## config.mk

```make
export PLATFORM = sky130hd
export DESIGN_NAME = apb_text_port
export DESIGN_NICKNAME = d
export VERILOG_FILES = /design/src/logic/common.sv /design/src/logic/apb_text_port.sv
export SDC_FILE = /design/constraint.sdc
export NUM_CORES = 1
export LEC_CHECK = 0
export ABC_AREA = 1
export BUFFER_PORTS_ARGS = -buffer_cell sky130_fd_sc_hd__buf_2
export CAP_MARGIN = 0
export CORE_AREA = 2 2 66 68
export DETAILED_ROUTE_END_ITERATION = 10
export DIE_AREA = 0 0 68 70
export GPL_TIMING_DRIVEN = 1
export PLACE_DENSITY = 0.81
export SKIP_LAST_GASP = 1
export SYNTH_ARGS = -nofsm -noshare
export SYNTH_HDL_FRONTEND = slang
export SYNTH_SLANG_ARGS = --single-unit
```

## constraint.sdc

```tcl
create_clock -name clk_pxl_i -period 1.78 [get_ports clk_pxl_i]
set_input_delay 0.178 -clock clk_pxl_i [delete_from_list [all_inputs] [get_ports clk_pxl_i]]
set_output_delay 0.178 -clock clk_pxl_i [all_outputs]
set_load 0.02 [all_outputs]
```

## src/logic/common.sv

```systemverilog
`default_nettype none

package common;

    // 640x480 at 60 Hz raster, in pixels and lines
    localparam logic [9:0] H_ACTIVE     = 10'd640;
    localparam logic [9:0] H_SYNC_START = 10'd656;
    localparam logic [9:0] H_SYNC_END   = 10'd752;
    localparam logic [9:0] H_TOTAL      = 10'd800;

    localparam logic [9:0] V_ACTIVE     = 10'd480;
    localparam logic [9:0] V_SYNC_START = 10'd490;
    localparam logic [9:0] V_SYNC_END   = 10'd492;
    localparam logic [9:0] V_TOTAL      = 10'd525;

    // fetch runs one tile ahead of the beam
    localparam logic [9:0] FETCH_AHEAD  = 10'd8;

    // apb address map, top two bits of paddr
    localparam logic [1:0] REGION_SCREEN = 2'd0;
    localparam logic [1:0] REGION_FONT   = 2'd1;
    localparam logic [1:0] REGION_CTRL   = 2'd2;

    typedef logic [7:0]  char_code_t;
    // leftmost pixel in bits 31:28
    typedef logic [31:0] glyph_row_t;
    // screen: {row, col[6:0]}, font: {code, glyph row}
    typedef logic [11:0] mem_addr_t;

    typedef struct packed {
        logic        psel;
        logic        penable;
        logic        pwrite;
        logic [13:0] paddr;
        logic [31:0] pwdata;
    } apb_req_t;

    typedef struct packed {
        logic [31:0] prdata;
        logic        pready;
        logic        pslverr;
    } apb_rsp_t;

    typedef struct packed {
        logic [3:0] red;
        logic [3:0] green;
        logic [3:0] blue;
        logic       hsync_n;
        logic       vsync_n;
    } vga_out_t;

endpackage

`default_nettype wire

```

## src/logic/apb_text_port.sv

```systemverilog
`timescale 1ns/1ns
`default_nettype none

module apb_text_port (
    input  wire logic              clk_pxl_i,
    input  wire logic              reset_i,

    // apb slave
    input  wire common::apb_req_t  apb_req_i,
    output      common::apb_rsp_t  apb_rsp_o,

    // shared port a of both memories
    output      logic              scr_we_o,
    output      logic              font_we_o,
    output      common::mem_addr_t mem_addr_o,
    output      logic [31:0]       mem_wdata_o,
    input  wire common::char_code_t scr_rdata_i,
    input  wire common::glyph_row_t font_rdata_i,

    // control register
    output      logic              enable_o
);

    logic [1:0] region_w;
    logic       access_w;
    logic       is_scr_w;
    logic       is_font_w;
    logic       is_ctrl_w;
    logic       is_unmapped_w;
    logic       mem_rd_w;
    logic       rd_wait_r;
    logic       enable_r;

    // decode
    always_comb begin
        region_w      = apb_req_i.paddr[13:12];
        access_w      = apb_req_i.psel && apb_req_i.penable;
        is_scr_w      = (region_w == common::REGION_SCREEN);
        is_font_w     = (region_w == common::REGION_FONT);
        is_ctrl_w     = (region_w == common::REGION_CTRL);
        is_unmapped_w = !(is_scr_w || is_font_w || is_ctrl_w);
        mem_rd_w      = access_w && !apb_req_i.pwrite && (is_scr_w || is_font_w);
    end

    // memory side, address and data straight from the bus
    always_comb begin
        mem_addr_o  = apb_req_i.paddr[11:0];
        mem_wdata_o = apb_req_i.pwdata;
        scr_we_o    = access_w && apb_req_i.pwrite && is_scr_w;
        font_we_o   = access_w && apb_req_i.pwrite && is_font_w;
    end

    // ram read data lands one cycle after the first access cycle
    always_ff @(posedge clk_pxl_i) begin
        if (reset_i) begin
            rd_wait_r <= 1'b0;
        end else begin
            rd_wait_r <= mem_rd_w && !rd_wait_r;
        end
    end

    always_ff @(posedge clk_pxl_i) begin
        if (reset_i) begin
            enable_r <= 1'b0;
        end else if (access_w && apb_req_i.pwrite && is_ctrl_w) begin
            enable_r <= apb_req_i.pwdata[0];
        end
    end

    assign enable_o = enable_r;

    // response
    always_comb begin
        apb_rsp_o.pready  = access_w && (mem_rd_w ? rd_wait_r : 1'b1);
        apb_rsp_o.pslverr = access_w && is_unmapped_w;

        if (is_scr_w) begin
            apb_rsp_o.prdata = {24'b0, scr_rdata_i};
        end else if (is_font_w) begin
            apb_rsp_o.prdata = font_rdata_i;
        end else if (is_ctrl_w) begin
            apb_rsp_o.prdata = {31'b0, enable_r};
        end else begin
            apb_rsp_o.prdata = 32'b0;
        end
    end

endmodule

`default_nettype wire

```

### Yosys cells after proc, flatten, opt, wreduce, memory -nomap -nowiden

Cells that the tools add are included.

* eq/ne operators: 2
* multiplexer cells: 4
* div/mod/pow operators: 0
* add/sub/neg operators: 0
* multipliers: 0
* shift operators: 0
* order comparisons: 0
* bitwise gates (word level): 0
* reduce and logical (&&, ||, !) cells: 16

Operators by type and width (number)
* 32-bit two-way mux: 2
* 1-bit logical AND: 10
* 1-bit logical NOT: 3
* 2-bit by 1-bit == test with 1-bit output, second input constant: 1
* 2-bit == test, second input constant: 1
* 2-bit logical NOT: 1
* 1-bit logical OR: 2
* 1-bit two-way mux: 2

* output and inout bits: 81
* bits in latches: 0
* word-level logic and storage cells: 24
* memories kept: 0
* bits in registers: 2
* bits in writable memories: 0
* ROM bits: 0
* bits of input ports: 91

### Longest topological paths before layout

* word-level depth: 5
* gate-level depth with buffers: 5
* mapped depth without buffers: 5

### Worst setup path after synthesis

Ideal clock, no wire load.

* path kind: input -> output
* start: input port apb_req_i[48] in the netlist's numbering
* end: output port scr_we_o
* data required time: 1602 ps
* path buffers: 0
* data arrival time: 923 ps
* setup slack: 679 ps
* cell stages on the path: 4
* cell sequence: nand2_1 -> nor2_1 -> inv_1 -> nor3_1

* cells in the longest elaborated chain, start to end: 3

Ends and longest elaborated chain
* start: declaration: line apb_text_port.sv:9 `input wire common::apb_req_t apb_req_i,`
* 1-bit logical AND: line apb_text_port.sv:37 `access_w = apb_req_i.psel && apb_req_i.penable;`
* 1-bit logical AND (2 in series): line apb_text_port.sv:49 `scr_we_o = access_w && apb_req_i.pwrite && is_scr_w;`
* end: declaration: line apb_text_port.sv:13 `output logic scr_we_o,`

No other way between the ends.

==> flow_metrics.py <==
metrics = {
    "cts": {
        "post_cts_buffers": 0,
        "postCtsHoldBufs": 0,
        "cts_tree": "built",
        "cts_buffers": 3,
        "clk_pin_slew_worst_paths_ns": 0.03,
        "ctsHtreeMaxLevel": 1,
        "cts.root.buffer_cell": "clkbuf_8",
        "cts_num_sinks": 2,
        "clk-insertion-delay-late_ns": 0.21,
        "cts_resized": 0,
        "clock_path_buffers": 2,
    },
    "power": {
        "sw_frac_of_total_pct": 36.0,
        "seqPwrFrac_pct": 10.9,
        "combPwrFrac_pct": 47.5,
        "p_sw_w": 0.000154,
        "power_density_nw_per_um2": 445,
        "power_w": 0.000428,
        "p_leak_nw": 0.683,
        "power.internal_w": 0.000274,
        "ir_drop_v": 0.000281,
        "clkPwrFrac_pct": 41.6,
    },
    "yosys": {
        "synthFlopType": "dfxtp_1",
        "async_flop_share_pct": 0,
        "synth_area_leaders": "buf_4, inv_1, nor2_1",
        "syn_nets": 221,
        "yosysTopAreaCellShare_pct": 42.2,
        "syn-cell-area_um2": 782,
        "synth_edf_count": 0,
        "synth-seq-cells": 2,
        "ys_warn_count": 0,
        "syn_area_per_cell_um2": 6.02,
        "ys_top_cells_by_count": "buf_4, inv_1, nor2_1",
        "netlist_instances": 130,
        "yosysSeqAreaShare_pct": 5.12,
        "synth.distinct_cells": 15,
        "post-synth-top-count-cell": "buf_4",
        "synth_top_cell_by_area": "buf_4",
    },
    "layout": {
        "fin_nets": 265,
        "fin_util_pct": 23.2,
        "syn2layout_area_growth_pct": 22.9,
        "n_antenna_cell": 0,
        "finalNonFillerCells": 224,
        "drive_gt1_share_pct": 58.7,
    },
    "route": {
        "drc": 0,
        "wl_per_cell_um": 8.55,
        "wl_um": 1920,
        "routed_via_density": 3.83,
        "vias": 858,
        "drtIter0Drc": 10,
        "ant_nets": 0,
        "dr.pass1.iters": 2,
    },
    "setup_path": {
        "arrival_ns": 1.10,
        "crit_path_end_kind": "output pin",
        "crit_start": "apb_req_i[45]",
        "crit_fanout": 8,
        "cp-endpoint": "apb_rsp_o[6]",
        "r2r_slack_ns": 1.17,
        "reg2reg_depth": 3,
        "cp-start-kind": "input pin",
        "r2r_end": "rd_wait_r",
        "r2r_start": "rd_wait_r",
        "crit_type": "in -> out",
        "required_ns": 1.60,
    },
    "die": {
        "row_count": 24,
        "ios": 172,
        "start_util_pct": 18.9,
        "core-area_um2": 4140,
        "fp.dieArea_um2": 4760,
        "die_x_um": 68,
        "die_h_um": 70,
    },
    "sta": {
        "setup_tns_ns": 0,
        "rsz0062_at_grt": "no",
        "min_period_ns": 1.28,
        "setup_violations": 0,
        "drv_slew": 0,
        "max_freq_mhz": 780,
        "setup_ws_ns": 0.498,
        "min_period_over_period_pct": 72.0,
        "maxSlewHeadroom_pct": 67.2,
        "worst_pin_slew_ns": 0.490,
        "fin_skew_ns": 0,
        "hold_violations": 0,
    },
    "worst_hold_path": {
        "hold_path_class": "in -> reg",
        "min_path_cells": 2,
        "worstHoldStart": "reset_i",
    },
    "global_route": {
        "grt_pass1_wl_um": 2800,
        "antenna_found_initial": 0,
        "grt_max_degree": 26,
        "gr-usage-all-layers_pct": 7.29,
        "grt-ovfl-total": 0,
        "grt_pass1_vias": 730,
    },
    "placed_design": {
        "pre_cts_ws_ns": 0.506,
        "port_buffers": 85,
        "place_congestion": 0.671,
        "dpl.hpwl_um": 1610,
        "placed_cells": 221,
    },
    "run_status": {
        "status": "finished clean",
    },
    "job": {
        "drv_cap": 0,
    },
}
## critical path, cell delays in order
cell    delay [ns]
buf_2         0.13
nor2_1        0.40
a22o_1        0.23
buf_2         0.16
## layout make-up
cell class | count | area [um2]
Clock buffer | 3 | 41.3
Timing Repair Buffer | 85 | 425
Fill cell | 471 | 3180
Tap cell | 52 | 65.1
Multi-Input combinational cell | 50 | 267
Sequential cell | 2 | 40.0
Inverter | 32 | 123
## layout by cell type, fill, tap and decap left out
cell	n
buf_2	85
inv_2	1
nor2_2	10
a22o_1	7
clkbuf_8	3
nand3_1	3
inv_4	1
nor3_1	3
nor2_1	19
dfxtp_1	2
a31oi_1	1
a21oi_1	1
nand2_1	5
inv_1	30
nor2_4	1
## power groups by stage
stage               clock, W  combinational, W  sequential (W)
finish              0.000178          0.000203       0.0000466
global route        0.000183          0.000225       0.0000467
CTS                 0.000181          0.000206       0.0000466
detailed placement         0          0.000205       0.0000471
global placement           0          0.000202       0.0000471
floorplan                  0          0.000258       0.0000476
## state kept, by name (all words and copies together) (netlist names)
signal	flops
rd_wait_r	1
enable_o	1
## through the flow
stage               instance area, um2  hold slack, ns
detailed placement                 920           0.356
global placement                   920           0.356
global route                       961           0.159
floorplan                          782           0.255
CTS                                961           0.150
finish                             961           0.156
## metal layers
metal	GRT usage [%]	part of all wire [%]	up-vias
li1	-	-	420
met1	6.85	35	355
met2	12.6	48	69
met3	1.93	14	14
met4	6.00	3.2	0
met5	0	0	-
## kinds of logic after synthesis
family | Yosys count | share of synthesized area [%]
AOI/OAI and AO/OA | 9 | 9.28
buffers and inverters | 78 | 60.8
DFF | 2 | 5.12
and+or+nand+nor | 41 | 24.8
## worst min-delay path by stage
stage,endpoint
5_1_grt,rd_wait_r
3_5_place_dp,mem_wdata_o[31]
4_1_cts,rd_wait_r
2_1_floorplan,rd_wait_r
3_3_place_gp,mem_wdata_o[31]
6_report,rd_wait_r
Note: power is estimated with default switching activity, not from simulation.
