`src/logic/common.sv`:
```
`default_nettype none

package common;

    // 640x480 at 60 Hz raster, in pixels and lines
    localparam logic [9:0] H_ACTIVE     = 10'd640;
    localparam logic [9:0] H_SYNC_START = 10'd656;
    localparam logic [9:0] H_SYNC_END   = 10'd752;
    localparam logic [9:0] H_TOTAL      = 10'd800;

    localparam logic [9:0] V_ACTIVE     = 10'd480;
    localparam logic [9:0] V_SYNC_START = 10'd490;
    localparam logic [9:0] V_SYNC_END   = 10'd492;
    localparam logic [9:0] V_TOTAL      = 10'd525;

    // fetch runs one tile ahead of the beam
    localparam logic [9:0] FETCH_AHEAD  = 10'd8;

    // apb address map, top two bits of paddr
    localparam logic [1:0] REGION_SCREEN = 2'd0;
    localparam logic [1:0] REGION_FONT   = 2'd1;
    localparam logic [1:0] REGION_CTRL   = 2'd2;

    typedef logic [7:0]  char_code_t;
    // leftmost pixel in bits 31:28
    typedef logic [31:0] glyph_row_t;
    // screen: {row, col[6:0]}, font: {code, glyph row}
    typedef logic [11:0] mem_addr_t;

    typedef struct packed {
        logic        psel;
        logic        penable;
        logic        pwrite;
        logic [13:0] paddr;
        logic [31:0] pwdata;
    } apb_req_t;

    typedef struct packed {
        logic [31:0] prdata;
        logic        pready;
        logic        pslverr;
    } apb_rsp_t;

    typedef struct packed {
        logic [3:0] red;
        logic [3:0] green;
        logic [3:0] blue;
        logic       hsync_n;
        logic       vsync_n;
    } vga_out_t;

endpackage

`default_nettype wire

```
`src/logic/vga_controller.sv`:
```
`timescale 1ns/1ns
`default_nettype none

module vga_controller (
    input  wire logic               clk_pxl_i,
    input  wire logic               reset_i,
    input  wire logic               enable_i,

    // screen memory, port b
    output      common::mem_addr_t  scr_addr_o,
    input  wire common::char_code_t scr_data_i,

    // font memory, port b
    output      common::mem_addr_t  font_addr_o,
    input  wire common::glyph_row_t font_data_i,

    output      common::vga_out_t   vga_o
);

    // x_r/y_r is the pixel on the outputs, x_w/y_w the one being built
    logic [9:0] x_r;
    logic [9:0] y_r;
    logic [9:0] x_w;
    logic [9:0] y_w;

    // one tile ahead, for the memory fetch
    logic [9:0] x_look_w;
    logic [9:0] y_look_w;

    logic [2:0]         tile_off_w;
    logic               active_w;
    logic               hsync_w;
    logic               vsync_w;
    common::glyph_row_t glyph_r;
    common::glyph_row_t shifted_w;
    logic [3:0]         pixel_w;

    always_comb begin
        x_w = x_r + 10'd1;
        y_w = y_r;
        if (x_w >= common::H_TOTAL) begin
            x_w = x_w - common::H_TOTAL;
            y_w = y_r + 10'd1;
        end
        if (y_w >= common::V_TOTAL) begin
            y_w = 10'd0;
        end
    end

    always_comb begin
        x_look_w = x_r + common::FETCH_AHEAD;
        y_look_w = y_r;
        if (x_look_w >= common::H_TOTAL) begin
            x_look_w = x_look_w - common::H_TOTAL;
            y_look_w = y_r + 10'd1;
        end
        if (y_look_w >= common::V_TOTAL) begin
            y_look_w = 10'd0;
        end
    end

    // start at the last pixel so the first free edge shows (0,0)
    always_ff @(posedge clk_pxl_i) begin
        if (reset_i) begin
            x_r <= common::H_TOTAL - 10'd1;
            y_r <= common::V_TOTAL - 10'd1;
        end else begin
            x_r <= x_w;
            y_r <= y_w;
        end
    end

    // fetch: screen word, then glyph row from the returned code
    always_comb begin
        scr_addr_o  = {y_look_w[8:4], x_look_w[9:3]};
        font_addr_o = {scr_data_i, y_look_w[3:0]};
    end

    assign tile_off_w = x_w[2:0];

    // glyph row arrives just as the current tile ends
    always_ff @(posedge clk_pxl_i) begin
        if (tile_off_w == 3'd7) begin
            glyph_r <= font_data_i;
        end
    end

    always_comb begin
        shifted_w = glyph_r << {tile_off_w, 2'b00};
        pixel_w   = shifted_w[31:28];
    end

    always_comb begin
        active_w = (x_w < common::H_ACTIVE) && (y_w < common::V_ACTIVE);
        hsync_w  = (x_w >= common::H_SYNC_START) && (x_w < common::H_SYNC_END);
        vsync_w  = (y_w >= common::V_SYNC_START) && (y_w < common::V_SYNC_END);
    end

    // outputs registered, grey level on all three guns
    always_ff @(posedge clk_pxl_i) begin
        if (reset_i) begin
            vga_o.red     <= 4'd0;
            vga_o.green   <= 4'd0;
            vga_o.blue    <= 4'd0;
            vga_o.hsync_n <= 1'b1;
            vga_o.vsync_n <= 1'b1;
        end else begin
            vga_o.red     <= (active_w && enable_i) ? pixel_w : 4'd0;
            vga_o.green   <= (active_w && enable_i) ? pixel_w : 4'd0;
            vga_o.blue    <= (active_w && enable_i) ? pixel_w : 4'd0;
            vga_o.hsync_n <= !hsync_w;
            vga_o.vsync_n <= !vsync_w;
        end
    end

endmodule

`default_nettype wire

```
`config.mk`:
```
export PLATFORM = sky130hd
export DESIGN_NAME = vga_controller
export DESIGN_NICKNAME = d
export VERILOG_FILES = /design/src/logic/common.sv /design/src/logic/vga_controller.sv
export SDC_FILE = /design/constraint.sdc
export NUM_CORES = 1
export LEC_CHECK = 0
export BUFFER_PORTS_ARGS = -buffer_cell sky130_fd_sc_hd__clkbuf_2
export CORE_ASPECT_RATIO = 0.6
export CORE_MARGIN = 2
export CORE_UTILIZATION = 50
export DETAILED_ROUTE_END_ITERATION = 10
export GPL_TIMING_DRIVEN = 0
export PLACE_DENSITY = 0.73
export SYNTH_ARGS = -nofsm -noshare
export SYNTH_HDL_FRONTEND = slang
export SYNTH_SLANG_ARGS = --single-unit
export TNS_END_PERCENT = 30
```
`constraint.sdc`:
```
create_clock -name clk_pxl_i -period 3.6 [get_ports clk_pxl_i]
set_clock_uncertainty 0.1 [all_clocks]
set_input_delay 0.18 -clock clk_pxl_i [delete_from_list [all_inputs] [get_ports clk_pxl_i]]
set_output_delay 0.18 -clock clk_pxl_i [all_outputs]
set_load 0.02 [all_outputs]
```
==> Word-level counts from Yosys, hierarchy flattened <==
Cells that the tools add are included.
{ "op_classes": {"n_eq_ne": 1, "n_reduce_logical": 7, "n_addsub": 5, "n_div": 0, "muxes": 6, "n_lt_le_gt_ge": 10, "shifts": 1, "multipliers": 0, "bitwise": 1} }
{ "op_table": {"columns": ["op", "count"], "rows": [
  [">= comparator 10 bit (second input constant)", 5],
  ["2-to-1 mux 10 bit", 5],
  ["left shift 32 x 5 -> 32 bit", 1],
  ["adder 10 x 1 -> 10 bit (second input constant)", 2],
  ["less-than comparator 10 bit (second input constant)", 2],
  ["less-than comparator 10 x 9 -> 1 bit (second input constant)", 2],
  ["subtractor 10 bit (second input constant)", 2],
  ["adder 10 x 4 -> 10 bit (second input constant)", 1],
  [">= comparator 10 x 9 -> 1 bit (second input constant)", 1],
  ["2-to-1 mux 9 bit", 1],
  ["logical AND 1 bit", 4],
  ["== test 3 bit (second input constant)", 1],
  ["zero test 1 bit", 2],
  ["OR reduction 2 bit", 1],
  ["inverter 1 bit", 1]
]} }
{ "totals": {"latch_bits": 0, "ramBits": 0, "input_bits": 43, "rom_bits": 0, "out_inout_bits": 38, "mem_count": 0, "reg_bits": 58} }

==> Depth between registers and ports, before layout <==
Gate-level depths: netlist of run 1.
{ "logic_depth": {"depth_word": 10, "ltp_mapped": 11} }

==> Least setup slack after synthesis of run 1 <==
Ideal clock, no wire load.
{ "synth_timing": {"kind": "reg2out", "startpoint": "register x_r[4]", "endpoint": "output font_addr_o[0]", "arrival_ns": 2.498, "n_path_buf": 0, "path_stages_with_launch": 10, "setup_slack_ns": 0.822, "cell_sequence": "dfxtp_1 -> ha_1 -> and4_1 -> a21oi_1 -> a2111oi_2 -> nand2b_1 -> nor4_1 -> nor3_1 -> o21a_1 -> nor2_1"} }
{ "synth_via": {"elab_chain_len": 5} }
{ "synth_rtl": {"columns": ["element", "line", "source"], "rows": [
  ["start, declared", "vga_controller.sv:21", "logic [9:0] x_r;"],
  ["start signal, assigned", "vga_controller.sv:65", "x_r <= common::H_TOTAL - 10'd1;"],
  ["start signal, assigned", "vga_controller.sv:68", "x_r <= x_w;"],
  ["adder 10 x 4 -> 10 bit *", "vga_controller.sv:51", "x_look_w = x_r + common::FETCH_AHEAD;"],
  [">= comparator 10 bit *", "vga_controller.sv:53", "if (x_look_w >= common::H_TOTAL) begin"],
  ["2-to-1 mux 10 bit *", "vga_controller.sv:53", null],
  [">= comparator 10 bit", "vga_controller.sv:57", "if (y_look_w >= common::V_TOTAL) begin"],
  ["2-to-1 mux 9 bit *", "vga_controller.sv:57", null],
  ["end, declared", "vga_controller.sv:14", "output common::mem_addr_t font_addr_o,"]
]} }
Every way passes the cells marked *; elsewhere a longest branch is shown, timed or not.

==> Worst setup path after layout of run 1 <==
{ "layout_timing": {"startpoint": "register x_r[4]", "endpoint": "output font_addr_o[3]"} }
Same word-level chain as after synthesis.

==> results of run 1 <==
-- through the flow --
step	area, um^2	power [uW]	util [%]
6_report	4640	3680	69.2
5_1_grt	4640	3890	69.2
4_1_cts	4600	3600	68.6
3_5_place_dp	3950	2640	58.9
3_3_place_gp	3950	2600	58.9
2_1_floorplan	3480	2210	-
-- cells in the mapped netlist (all sizes together), types with 3 or more instances --
library cell  number  share of area, %
nor3               9               1.4
a31oi              4               1.3
a2111oi            4               1.2
o211ai             4              0.86
and3               8               1.4
and2               3              0.54
or2                5              0.90
nand4              5               1.3
nand2b             4              0.72
nor2              30               3.2
o21bai             3              0.65
edfxtp            32                28
inv                5              0.54
nand3              7               1.0
a21oi              7               1.3
nor4               7               1.3
dfxtp             26                15
mux4               8               5.2
o21a               3              0.68
xor2              17               4.5
mux2i             10               2.9
ha                 7               2.5
buf               36               7.0
clkbuf             9               1.0
o21ai              7               1.1
nand2             27               2.9
o22ai              3              0.54
xnor2             19               4.8
-- worst paths after layout --
kind,start,cells after the start,slack (ns),endpoint
setup / recovery,x_r[4],11,0.23,font_addr_o[3]
hold / removal,reset_i,2,0.1,x_r[8]
setup reg to reg,y_r[0],10,0.38,vga_o[0]
hold reg to reg,x_r[3],3,0.52,x_r[3]
-- cells by family (layout without fill, tap and decap cells) --
group | after synthesis | in the layout | synth area share [%]
adder cells (fa/ha/maj) | 7 | 7 | 2.52
multiplexers | 19 | 19 | 8.49
buffers and inverters | 50 | 172 | 8.59
AND/OR/NAND/NOR | 112 | 112 | 16.4
AO/OA/AOI/OAI | 52 | 52 | 12.2
XOR/XNOR | 36 | 36 | 9.28
flip-flops | 58 | 58 | 42.6
-- sequential cells by signal, summed over array words and instances, names as in the netlist --
| name | count |
|---|---|
| glyph_r | 32 |
| x_r | 10 |
| vga_o | 6 |
| y_r | 10 |
-- power by group --
part	switching (uW)	total, uW	internal [uW]
registers	62.2	866	803
logic	1100	1890	789
clock network	288	926	638
total	1450	3680	2230
-- worst reg2reg max path, cell delays in order, from the launching register on --
cell and delay (ns):
dfxtp_1 0.45, ha_1 0.19, clkbuf_1 0.27, and3_1 0.22, clkbuf_1 0.25, and3_1 0.34
and3_1 0.26, nor4b_1 0.24, o21ai_1 0.15, a211oi_4 0.44, nand4_1 0.16
-- routing by layer --
| layer | global-route usage (%) | part of all wire, % | vias up |
|---|---|---|---|
| li1 | - | - | 1425 |
| met1 | 31.3 | 42 | 1387 |
| met2 | 40.8 | 47 | 142 |
| met3 | 7.52 | 9.0 | 12 |
| met4 | 7.25 | 1.3 | 0 |
| met5 | 0 | 0 | - |
-- cell type report --
cell class | count | area [um^2] | share of cell area (%)
Sequential cell | 58 | 1480 | 31.9
Inverter | 5 | 18.8 | 0.404
Clock inverter | 5 | 76.3 | 1.64
Tap cell | 87 | 109 | 2.35
Timing Repair Buffer | 106 | 696 | 15.0
Clock buffer | 11 | 253 | 5.45
Buffer | 45 | 283 | 6.09
Multi-Input combinational cell | 226 | 1720 | 37.2
-- timing repair --
| action | CTS | global route |
|---|---|---|
| endpoints found under the hold margin | 32 | 0 |
| endpoints found under the setup margin | 0 | 9 |
| hold buffers | 32 | 0 |
| buffers inserted | 0 | 2 |
| resized for setup | 0 | 5 |
==> results.json, run 1 <==
{
  "diodes": 0,
  "synth-edff-count": 32,
  "dieArea_um2": 7660,
  "portBuffers": 72,
  "final_cells": 543,
  "clk_pin_slew_ns": 0.05,
  "synthCells": 334,
  "powerDensity_nw_per_um2": 793,
  "ys.flop_type": "edfxtp_1",
  "path_buf_inv": 2,
  "viasPerCell": 5.46,
  "end_kind": "primary output",
  "areaGrowthSynthToFinish_pct": 33.4,
  "p_leak_uw": 0.00191,
  "drv_slew": 0,
  "routed_wl_mm": 8.93,
  "synth-seq-area-share_pct": 42.6,
  "critical_path.top_delay_family": "compound AO/OA/AOI/OAI gates",
  "cp_cell_sequence": "ha_2 -> and4_1 -> a21oi_1 -> a2111oi_4 -> nor2b_1 -> buf_2 -> a2111oi_0 -> nor3_1 -> o21a_2 -> nor2_1 -> clkbuf_2",
  "critPathMaxStageDelay_ns": 0.43,
  "gp_routability_congestion": 0.861,
  "period_share_pct": 93.7,
  "path_class": "reg2out",
  "fmax_mhz": 296,
  "slowest_stage": "dfxtp_1",
  "setup_tns_ns": 0,
  "vias": 2966,
  "cts_buffers": 9,
  "syn-num-nets": 384,
  "fin_ws_ns": 0.225,
  "drtIter0Drc": 262,
  "status": "finished, final reports clean",
  "initial_core_util_pct": 51.9,
  "yosys_warnings": 0,
  "final_common_cell": "clkbuf_2",
  "antenna_left": 0,
  "path_max_fanout": 10,
  "setup_viol_count_final": 0,
  "dpl.hpwl_mm": 5.81,
  "syn_area_per_cell_um2": 10.4,
  "nFillCells": 506,
  "die_x_um": 112,
  "clock-sinks": 58,
  "dp_slack_ns": 0.416,
  "worstPathArrival_ns": 3.09,
  "fin_hold_ws_ns": 0.0965,
  "hold_path_class": "in2reg",
  "final_hold_viol_count": 0,
  "vdd_drop_max_uv": 753,
  "grt_max_degree": 33,
  "cap_violations": 0,
  "dpl.cell_count": 493,
  "finalNetCount": 501,
  "clk_path_buf_depth": 2,
  "ys_ff_latch": 58,
  "syn-cell-area_um2": 3480,
  "cts_tree": "yes",
  "slew-limit-headroom_pct": 44.4,
  "synth_cell_types": 62,
  "drcViolationCount": 0,
  "io_pins": 81,
  "grt_first_pass_wirelength_mm": 14.0,
  "core_um2": 6710,
  "grt_pass1_vias": 2733,
  "max_slew.worst_pin.slew_ns": 0.835,
  "start_kind": "flop",
  "grtUsageTotal_pct": 24.4,
  "drive_gt1_share_pct": 33.6,
  "first_pass_iters": 5,
  "cts_root_buf": "clkbuf_16",
  "wl_per_cell_um": 16.4,
  "final_cell_mix": "clkbuf_2 (73), edfxtp_1 (32), dlygate4sd3_1 (32), nor2_1 (30), nand2_1 (27)",
  "grt_overflow": 0,
  "async_flop_share_pct": 0,
  "rows": 23,
  "htreeDepth": 3,
  "fp.dieH_um": 68.6,
  "required_ns": 3.32,
  "antenna_found_initial": 0,
  "clk_latency_ns": 0.33,
  "fin_crit_ns": 3.37
}
No activity file was read; power rests on OpenSTA's default activity.
==> run 2: changes to the inputs <==
--- a/config.mk
+++ b/config.mk
@@ -8,10 +8,11 @@
 export BUFFER_PORTS_ARGS = -buffer_cell sky130_fd_sc_hd__clkbuf_2
 export CORE_ASPECT_RATIO = 0.6
 export CORE_MARGIN = 2
-export CORE_UTILIZATION = 50
+export CORE_UTILIZATION = 42
 export DETAILED_ROUTE_END_ITERATION = 10
 export GPL_TIMING_DRIVEN = 0
-export PLACE_DENSITY = 0.73
+export PLACE_DENSITY = 0.63
+export REMOVE_ABC_BUFFERS = 1
 export SYNTH_ARGS = -nofsm -noshare
 export SYNTH_HDL_FRONTEND = slang
 export SYNTH_SLANG_ARGS = --single-unit
==> run 2 against run 1 <==
Compared with the run above: non-clock buffer count down 53; largest cell class unchanged; largest power group unchanged; worst hold slack better by 0.068 ns; sequential share of layout area up 2.1 points.
==> results.json, run 2 (synthesized netlist as in run 1, its figures left out) <==
{
  "p_leak_uw": 0.00169,
  "grtUsageTotal_pct": 18.5,
  "multiInputGateArea_um2": 1730,
  "clk_pin_slew_ns": 0.05,
  "clock-sinks": 58,
  "core_um2": 7950,
  "drv_slew": 0,
  "io_pins": 81,
  "end_kind": "primary output",
  "drtIter0Drc": 137,
  "wl_per_cell_um": 15.3,
  "initial_core_util_pct": 43.8,
  "finalNetCount": 448,
  "clk_latency_ns": 0.33,
  "fp.dieH_um": 74.5,
  "r2r_setup_slack_ns": 0.26,
  "dpl.hpwl_mm": 5.35,
  "drcViolationCount": 0,
  "clk_path_buf_depth": 2,
  "path_class": "reg2out",
  "htreeDepth": 3,
  "portBuffers": 64,
  "hold_path_class": "in2reg",
  "cts_root_buf": "clkbuf_16",
  "antenna_left": 0,
  "total_power_uw": 3420,
  "cts_buffers": 9,
  "gp_routability_congestion": 0.827,
  "die_x_um": 122,
  "final_hold_viol_count": 0,
  "drive_gt1_share_pct": 27.5,
  "start_kind": "flop",
  "vias": 2691,
  "use_met3_pct": 5.75,
  "viasPerCell": 5.27,
  "powerDensity_nw_per_um2": 786,
  "path_max_fanout": 8,
  "grt_overflow": 0,
  "first_pass_iters": 4,
  "routed_wl_mm": 7.79,
  "place_area_um2": 3650,
  "antenna_found_initial": 0,
  "dp_slack_ns": -0.411,
  "setup_viol_count_final": 0,
  "areaGrowthSynthToFinish_pct": 25.1,
  "grt_pass1_vias": 2496,
  "max_slew.worst_pin.slew_ns": 0.724,
  "dieArea_um2": 9050,
  "fin_ws_ns": 0.250,
  "rows": 25,
  "grt_first_pass_wirelength_mm": 12.6,
  "fin_crit_ns": 3.35,
  "status": "finished, final reports clean",
  "final_common_cell": "clkbuf_2",
  "setup_tns_ns": 0,
  "slew-limit-headroom_pct": 51.8,
  "largest_reg_flops": 32,
  "rsz0062_at_grt": "no",
  "stdcell_area_um2": 4350,
  "grtUsageMet1_pct": 25.9,
  "final_cell_mix": "clkbuf_2 (64), edfxtp_1 (32), dlygate4sd3_1 (32), nor2_1 (30), nand2_1 (27)",
  "period_share_pct": 93.1,
  "required_ns": 3.32,
  "grt_max_degree": 33,
  "busiest_layer": "met2",
  "top_register": "glyph_r",
  "cts_tree": "yes",
  "vdd_drop_max_uv": 334,
  "fmax_mhz": 298,
  "nFillCells": 694,
  "diodes": 0,
  "fin_util_pct": 54.8,
  "seq_area_um2": 1480,
  "reg_top3": "glyph_r (32), x_r (10), y_r (10)",
  "grt_use_met2_pct": 27.7,
  "cap_violations": 0,
  "worstPathArrival_ns": 3.07
}
[run 2: final timing paths]
check / start / cells after the start / endpoint
worst min-delay path: enable_i / 3 / vga_o[2]
worst min register to register: x_r[0] / 1 / x_r[0]
worst max register to register: x_r[0] / 9 / vga_o[0]
worst max-delay path: x_r[3] / 10 / font_addr_o[0]
[run 2: final cells by class]
cell class	count	share of cell area, %
multi-input cells	226	39.8
clock buffers	9	5.18
flip-flops and latches	58	34.1
repair buffers	98	15.1
well taps	108	3.11
clock inverters	7	2.33
inverters	5	0.431
[run 2: per-layer routing]
layer / wire length [um] / share of wire (%)
met1: 3980 / 51
met2: 3300 / 42
met3: 442 / 5.7
met4: 70 / 0.90
met5: 0 / 0
[run 2: where the power goes]
group          internal [uW]  switching [uW]  total, uW  leakage, uW
sequential               803             153        956     0.000507
clock                    611             313        924     0.000153
combinational            624             915       1540      0.00103
[run 2: through the flow]
step,hold WS (ns),cells
4_1_cts,0.145,511
5_1_grt,0.190,511
3_3_place_gp,0.257,461
2_1_floorplan,0.152,289
6_report,0.164,511
3_5_place_dp,0.259,461
[run 2: critical path: stages (launching register included)]
cell and delay [ns]:
dfxtp_1 0.48, ha_4 0.25, and4_1 0.28, a21oi_1 0.12
a2111oi_4 0.40, nor2b_4 0.32, nor3_1 0.09, a31oi_1 0.26
o21a_1 0.31, nor2_1 0.08, clkbuf_2 0.16
[run 2: timing repair]
action,in CTS,in global routing
hold endpoints to repair,32,0
setup endpoints to repair,12,16
setup buffers,2,0
gates resized for setup,2,4
hold buffers,32,0
pin swaps,0,0
